<file path="src/freelist_pkg.sv">
/*
  Shared sizes and types for the 16-entry free-list tracker.
  Sizes are fixed here; modules take no parameters.
*/
package freelist_pkg;

  // Number of tracked entries handed out as buffer or tag IDs
  localparam int NUM_ENTRIES = 16;

  // Width of an entry ID
  localparam int ENTRY_ID_W = $clog2(NUM_ENTRIES);

  // Two independent deallocation ports, both accepted every cycle
  localparam int NUM_DEALLOC_PORTS = 2;

  // Count of 0 to NUM_DEALLOC_PORTS deallocations
  localparam int DEALLOC_COUNT_W = $clog2(NUM_DEALLOC_PORTS + 1);

  // Cycles from a sampled deallocation to its credit on dealloc_count
  localparam int CREDIT_DELAY = 2;

  // Entries 0 and 1 belong to the user out of reset
  localparam logic [NUM_ENTRIES-1:0] PREALLOCATED_ENTRIES = 16'h0003;

  // One entry number
  typedef logic [ENTRY_ID_W-1:0] entry_id_t;

  // One bit per entry
  typedef logic [NUM_ENTRIES-1:0] entry_vec_t;

  // Number of entries freed in one cycle
  typedef logic [DEALLOC_COUNT_W-1:0] dealloc_count_t;

  // Staging slot in front of the allocation port
  typedef enum logic {
    stage_empty = 1'b0,
    stage_full  = 1'b1
  } stage_state_e;

endpackage : freelist_pkg

</file>
<file path="src/free_vector.sv">
/*
  Free entries that are neither allocated nor staged.
  Deallocated IDs must name allocated entries, so set and clear never overlap.
*/
module free_vector import freelist_pkg::*; (
  input  logic       clk,
  input  logic       rst_n,
  // Entries returned by the user this cycle
  input  entry_vec_t dealloc_onehot,
  // Entry the picker offers to the staging slot
  input  entry_vec_t pick_onehot,
  input  logic       pick_found,
  // Staging slot can take the picked entry this cycle
  input  logic       push_ready,
  output entry_vec_t free_entries
);

  entry_vec_t free_q;
  entry_vec_t free_d;
  entry_vec_t clear_mask;
  logic       push;

  // A push moves the picked entry out of the vector into the slot
  assign push = pick_found && push_ready;

  // Only the picked bit is cleared, and only on an actual push
  assign clear_mask = push ? pick_onehot : '0;

  // Freed entries join first, then the pushed entry leaves
  assign free_d = (free_q | dealloc_onehot) & ~clear_mask;

  // Out of reset every entry except the preallocated ones is free
  always_ff @(posedge clk or negedge rst_n) begin
    if (!rst_n) begin
      free_q <= ~PREALLOCATED_ENTRIES;
    end else begin
      free_q <= free_d;
    end
  end

  // The picker sees the registered vector, so a freed entry is
  // visible one cycle after its deallocation is sampled
  assign free_entries = free_q;

endmodule : free_vector

</file>
<file path="src/free_entry_picker.sv">
/*
  Combinational pick of the lowest-index free entry.
  pick_id and pick_onehot are zero when nothing is free.
*/
module free_entry_picker import freelist_pkg::*; (
  input  entry_vec_t free_entries,
  output logic       pick_found,
  output entry_id_t  pick_id,
  output entry_vec_t pick_onehot
);

  entry_vec_t lowest_set;

  // Two's complement trick isolates the lowest set bit
  // The sum wraps at NUM_ENTRIES bits, which gives zero for an empty vector
  assign lowest_set = free_entries & (~free_entries + entry_vec_t'(1));

  assign pick_onehot = lowest_set;

  // Any free entry means there is something to offer
  assign pick_found = |free_entries;

  // One-hot to binary
  // Each ID bit is the OR of the one-hot bits whose index has that bit set
  always_comb begin
    pick_id = '0;
    for (int i = 0; i < NUM_ENTRIES; i++) begin
      if (lowest_set[i]) begin
        pick_id = pick_id | entry_id_t'(i);
      end
    end
  end

endmodule : free_entry_picker

</file>
<file path="src/alloc_stage.sv">
/*
  One-entry forward staging register for the allocation port.
  An offered ID stays stable until it is taken, even if a lower entry frees up.
*/
module alloc_stage import freelist_pkg::*; (
  input  logic      clk,
  input  logic      rst_n,
  // Picker side
  input  logic      pick_found,
  input  entry_id_t pick_id,
  output logic      push_ready,
  // User side, valid/ready
  output logic      alloc_valid,
  output entry_id_t alloc_entry_id,
  input  logic      alloc_ready
);

  stage_state_e state_q;
  stage_state_e state_d;
  entry_id_t    staged_id_q;
  logic         push;
  logic         pop;

  // Grant to the user happens when the slot is full and the user is ready
  assign pop = (state_q == stage_full) && alloc_ready;

  // The slot takes a new entry when empty, or when it drains this cycle
  assign push_ready = (state_q == stage_empty) || pop;

  assign push = pick_found && push_ready;

  // Push wins over pop, since a same-cycle pop leaves room for the new entry
  always_comb begin
    state_d = state_q;
    if (push) begin
      state_d = stage_full;
    end else if (pop) begin
      state_d = stage_empty;
    end
  end

  always_ff @(posedge clk or negedge rst_n) begin
    if (!rst_n) begin
      state_q <= stage_empty;
    end else begin
      state_q <= state_d;
    end
  end

  // ID only loads on a push, which holds it under back-pressure
  always_ff @(posedge clk) begin
    if (push) begin
      staged_id_q <= pick_id;
    end
  end

  assign alloc_valid    = (state_q == stage_full);
  assign alloc_entry_id = staged_id_q;

endmodule : alloc_stage

</file>
<file path="src/dealloc_credit_return.sv">
/*
  Deallocation decode and credit return; dealloc_count lags by CREDIT_DELAY cycles.
  The two ports must not name the same entry in one cycle.
*/
module dealloc_credit_return import freelist_pkg::*; (
  input  logic                                   clk,
  input  logic                                   rst_n,
  input  logic      [NUM_DEALLOC_PORTS-1:0]      dealloc_valid,
  input  entry_id_t [NUM_DEALLOC_PORTS-1:0]      dealloc_entry_id,
  // Entries freed this cycle, straight to the free vector
  output entry_vec_t                             dealloc_onehot,
  // Credits for the user, delayed
  output dealloc_count_t                         dealloc_count
);

  dealloc_count_t count_now;
  dealloc_count_t count_pipe [CREDIT_DELAY];

  // Decode each valid port and merge, the ports write disjoint bits
  always_comb begin
    dealloc_onehot = '0;
    for (int p = 0; p < NUM_DEALLOC_PORTS; p++) begin
      if (dealloc_valid[p]) begin
        dealloc_onehot[dealloc_entry_id[p]] = 1'b1;
      end
    end
  end

  // Number of entries returned this cycle
  always_comb begin
    count_now = '0;
    for (int p = 0; p < NUM_DEALLOC_PORTS; p++) begin
      count_now = count_now + dealloc_count_t'(dealloc_valid[p]);
    end
  end

  // Shift register, stage 0 takes the fresh count
  // Count lines up with the entry reaching the staging slot
  always_ff @(posedge clk or negedge rst_n) begin
    if (!rst_n) begin
      for (int s = 0; s < CREDIT_DELAY; s++) begin
        count_pipe[s] <= '0;
      end
    end else begin
      count_pipe[0] <= count_now;
      for (int s = 1; s < CREDIT_DELAY; s++) begin
        count_pipe[s] <= count_pipe[s-1];
      end
    end
  end

  assign dealloc_count = count_pipe[CREDIT_DELAY-1];

endmodule : dealloc_credit_return

</file>
<file path="src/freelist_tracker.sv">
/*
  Free-list tracker, 16 entries, one grant per cycle and two deallocations.
  Entries 0 and 1 are allocated out of reset; reuse and credit latency are 2 cycles.
*/
module freelist_tracker import freelist_pkg::*; (
  input  logic                              clk,
  input  logic                              rst_n,
  // Allocation port, valid/ready
  output logic                              alloc_valid,
  input  logic                              alloc_ready,
  output entry_id_t                         alloc_entry_id,
  // Deallocation ports, always accepted
  input  logic      [NUM_DEALLOC_PORTS-1:0] dealloc_valid,
  input  entry_id_t [NUM_DEALLOC_PORTS-1:0] dealloc_entry_id,
  // Credits returned for freed entries
  output dealloc_count_t                    dealloc_count
);

  // Decoded deallocations into the free vector
  entry_vec_t dealloc_onehot;

  // Registered free vector into the picker
  entry_vec_t free_entries;

  // Picker result toward the staging slot
  logic       pick_found;
  entry_id_t  pick_id;
  entry_vec_t pick_onehot;

  // Slot accepts the pick this cycle
  logic       push_ready;

  dealloc_credit_return i_dealloc_credit_return (
    .clk              (clk),
    .rst_n            (rst_n),
    .dealloc_valid    (dealloc_valid),
    .dealloc_entry_id (dealloc_entry_id),
    .dealloc_onehot   (dealloc_onehot),
    .dealloc_count    (dealloc_count)
  );

  free_vector i_free_vector (
    .clk            (clk),
    .rst_n          (rst_n),
    .dealloc_onehot (dealloc_onehot),
    .pick_onehot    (pick_onehot),
    .pick_found     (pick_found),
    .push_ready     (push_ready),
    .free_entries   (free_entries)
  );

  free_entry_picker i_free_entry_picker (
    .free_entries (free_entries),
    .pick_found   (pick_found),
    .pick_id      (pick_id),
    .pick_onehot  (pick_onehot)
  );

  alloc_stage i_alloc_stage (
    .clk            (clk),
    .rst_n          (rst_n),
    .pick_found     (pick_found),
    .pick_id        (pick_id),
    .push_ready     (push_ready),
    .alloc_valid    (alloc_valid),
    .alloc_entry_id (alloc_entry_id),
    .alloc_ready    (alloc_ready)
  );

endmodule : freelist_tracker

</file>
<file path="config.mk">
export PLATFORM = sky130hd
export DESIGN_NAME = freelist_tracker
export DESIGN_NICKNAME = d
export VERILOG_FILES = /design/src/freelist_pkg.sv /design/src/free_vector.sv /design/src/free_entry_picker.sv /design/src/alloc_stage.sv /design/src/dealloc_credit_return.sv /design/src/freelist_tracker.sv
export SDC_FILE = /design/constraint.sdc
export NUM_CORES = 1
export LEC_CHECK = 0
export ABC_CLOCK_PERIOD_IN_PS = 3200
export BUFFER_PORTS_ARGS = -buffer_cell sky130_fd_sc_hd__buf_2
export CAP_MARGIN = 15
export CORE_AREA = 2 2 72 74
export DETAILED_ROUTE_END_ITERATION = 7
export DIE_AREA = 0 0 74 76
export PLACE_DENSITY = 0.52
export SLEW_MARGIN = 25
export SYNTH_ARGS = -nofsm -noshare
export SYNTH_HDL_FRONTEND = slang
export SYNTH_SLANG_ARGS = --single-unit
</file>
<file path="constraint.sdc">
create_clock -name clk -period 3.2 [get_ports clk]
set_clock_uncertainty 0.05 [all_clocks]
set_input_delay 0.32 -clock clk [delete_from_list [all_inputs] [get_ports clk]]
set_output_delay 0.32 -clock clk [all_outputs]
set_load 0.02 [all_outputs]
</file>
==> key figures <==
Finish
  • Nets: 179
  • Fin area: 1610 µm²
  • Layout fillers: 522
  • Fraction of layout cells with a size suffix above 1: 27.4%
  • Area occupied by multi-input gates: 683 µm²
  • Layout area overhead: 15.9%
  • Final Util: 32.9%
  • Diodes inserted: 0
  • Register area: 663 µm²

Worst setup path
  • CP Cell Sequence: or4_1 -> o41ai_4 -> inv_2 -> a41oi_2
  • Arrival @ worst endpoint: 2.36 ns
  • Crit end category: register
  • CP Data Required Time: 3.34 ns
  • CP Class: reg -> reg
  • Crit-path max FO: 10
  • CP bufs+invs: 1
  • Family with the most delay on the worst path: compound AO/OA/AOI/OAI gates
  • Crit-path max cell delay: 0.67 ns
  • Slowest CP cell: or4_1
  • Crit start category: register

Place
  • Port Buffers: 19
  • DP HPWL: 2.74 mm
  • DP Worst Slack: 1.01 ns
  • Post-Place Cell Area: 1560 µm²
  • GPL Wtd Cong: 0.855

Yosys
  • Post-synth top area share: 26.4%
  • Synth Flop Type: dfstp_2
  • Post-synth cell types: 38
  • Cell taking the most area after synthesis: dfstp_2
  • Syn Inst Count: 143
  • Avg Inst Size Synth: 9.74 µm²
  • Number of enable flip-flop cells after synthesis: 4
  • Commonest cells post-synth: 19 x nor2_1, 14 x dfstp_2, 10 x a21oi_1, 9 x nor3_1
  • Sequential area share after synthesis: 47.6%
  • Largest cells by area after synthesis: dfstp_2 26%, dfrtp_1 13%, edfxtp_1 8.6%
  • YS warnings: 0
  • Post-Synthesis Cell Area: 1390 µm²
  • Seq cells post-synth: 25
  • Most common cell in the netlist: nor2_1
  • Syn Nets: 157
  • Async S/R FF share, synth: 84.0%

Power
  • LEAKAGE: 0.597 nW
  • Net Switching: 0.000363 W
  • Clock power frac: 18.3%
  • Register share of total power: 52.6%
  • Internal power: 0.000657 W
  • Net Sw Frac: 35.6%
  • PD cells: 632 nW/µm²
  • Overall Power: 0.00102 W
  • Peak supply drop: 0.155 mV
  • Comb power frac: 29.1%

Run
  • Max-cap violations: 0

CTS
  • Htree depth: 1
  • Clock transition at the registers of the reported paths: 0.09 ns
  • Number of CTS-inserted buffers: 3
  • CTS tree: yes
  • Deepest clock path buffer count: 2
  • Root Driver: clkbuf_8
  • Post-CTS resize count: 0
  • Clock Latency Late Sink: 0.26 ns
  • Sink Count: 25

Drt
  • Remaining DRCs: 0
  • Post-detailed-route count of antenna-violating nets: 0
  • Drt pass-1 iters: 4
  • Via count: 1231
  • Wirelength, routed: 3.53 mm
  • Initial DRC Count: 112
  • WL per Instance: 15.1 µm
  • Vias per cell: 5.26

Die
  • Core area: 4910 µm²
  • Die height: 76 µm
  • I/O pin cnt: 20
  • DIE AREA: 5620 µm²
  • DIE WIDTH: 74 µm
  • # rows: 26
  • Starting density of the core: 28.3%

GRT
  • Met3 usage: 1.19%
  • Number of global-route vias before repair: 1225
  • GRT overflow: 0
  • First-pass GRT wire length: 6.02 mm
  • Antenna violations before repair: 0
  • GRT Util Overall: 13.7%
  • Largest net degree at the start of global routing: 22
  • GR Util met2: 21.6%
  • GRT Max-Usage Layer: met2
  • GR Util met1: 18.9%

Hold path
  • HP Class: in -> reg

Timing
  • Slew margin rel.: 57.4%
  • Unrepaired setup endpoints after global routing: false
  • Final hold viol count: 0
  • Fin crit share: 69.3%
  • Achievable Freq: 0.451 GHz
  • Fin crit period: 2.22 ns
  • Final max-slew violation count: 0
  • Worst Max-Slew Pin Slew: 0.638 ns
  • Fin Setup TNS: 0 ns
  • Final setup vio count: 0
  • Worst Setup Slack, final: 0.982 ns

Run status
  • Status: complete, no violations
final cells by class:
type,instances,area share [%]
Inverter,6,1.40
Tap cell,70,5.43
Multi-Input combinational cell,108,42.3
Clock buffer,4,2.79
Timing Repair Buffer,21,6.98
Sequential cell,25,41.1
sequential cells by signal (all words and copies together), names as in the netlist:
name / cells
i_alloc_stage.alloc_entry_id: 4
i_alloc_stage.alloc_valid: 1
i_dealloc_credit_return.count_pipe: 2
i_dealloc_credit_return.dealloc_count: 2
i_free_vector.free_entries: 16
cell families (layout without fill, tap and decap cells):
family | count (synthesis) | after routing | synth area share (%)
compound gates | 42 | 42 | 22.8
flops | 25 | 25 | 47.6
buf+inv | 10 | 31 | 3.32
fa+ha+maj | 1 | 1 | 0.898
simple gates | 65 | 65 | 25.3
final timing paths:
path                                                                       to  slack [ns]                                            start  cells after the start
min in group asynchronous  i_dealloc_credit_return.dealloc_count[0]$_DFF_PN0_        0.48                                            rst_n                      2
min reg2reg                i_dealloc_credit_return.dealloc_count[1]$_DFF_PN0_        0.31  i_dealloc_credit_return.count_pipe[3]$_DFF_PN0_                      0
max                                   i_free_vector.free_entries[3]$_DFF_PN1_        0.98          i_free_vector.free_entries[3]$_DFF_PN1_                      4
max reg2reg                           i_free_vector.free_entries[3]$_DFF_PN1_        0.98          i_free_vector.free_entries[3]$_DFF_PN1_                      4
max in group asynchronous             i_free_vector.free_entries[8]$_DFF_PN1_        2.27                                            rst_n                      2
min                           i_dealloc_credit_return.count_pipe[2]$_DFF_PN0_        0.29                                 dealloc_valid[1]                      2
metal layers:
layer | share of wire (%) | vias up | routed length [µm]
li1 | - | 596 | -
met1 | 47 | 587 | 1640
met2 | 47 | 42 | 1680
met3 | 3.8 | 6 | 135
met4 | 2.2 | 0 | 76
met5 | 0 | - | 0
timing repair:
item / 4_1_cts / 5_1_grt
buffers inserted: 0 / 0
hold buffers: 1 / 0
hold endpoints to repair: 7 / 0
setup endpoints to repair: 0 / 0
per-stage QoR:
stage | hold WS [ns] | instances
floorplan | -0.0256 | 143
global placement | 0.249 | 229
detailed placement | 0.255 | 229
CTS | 0.288 | 234
global route | 0.309 | 234
finish | 0.293 | 234
power by group through the flow:
| stage | Combinational [W] | Clock [W] | Sequential (W) |
|---|---|---|---|
| CTS | 0.000297 | 0.000194 | 0.000536 |
| floorplan | 0.000190 | 0 | 0.000537 |
| finish | 0.000297 | 0.000187 | 0.000537 |
| global placement | 0.000295 | 0 | 0.000539 |
| detailed placement | 0.000296 | 0 | 0.000542 |
| global route | 0.000330 | 0.000212 | 0.000556 |
cells in the final DEF, fill, tap and decap left out, types with 2 or more instances in the layout:
master / Yosys / layout
o22a_2: 2 / 2
nor4_1: 3 / 3
a311oi_1: 3 / 3
nand3_1: 4 / 4
nor3b_1: 2 / 2
nand2b_1: 6 / 6
edfxtp_1: 4 / 4
nand3b_1: 4 / 4
a221oi_1: 4 / 4
nor2b_1: 3 / 3
dfrtp_1: 7 / 7
or4_1: 5 / 5
clkbuf_8: 0 / 3
o21ai_0: 3 / 3
inv_1: 5 / 5
buf_2: 1 / 19
o22ai_1: 7 / 7
a21oi_1: 10 / 10
nor2_1: 19 / 19
dfstp_2: 14 / 14
nand2_1: 5 / 5
nor3_1: 9 / 9
a31oi_1: 5 / 5
or3_1: 2 / 2
Power figures use the tool's default switching activity.
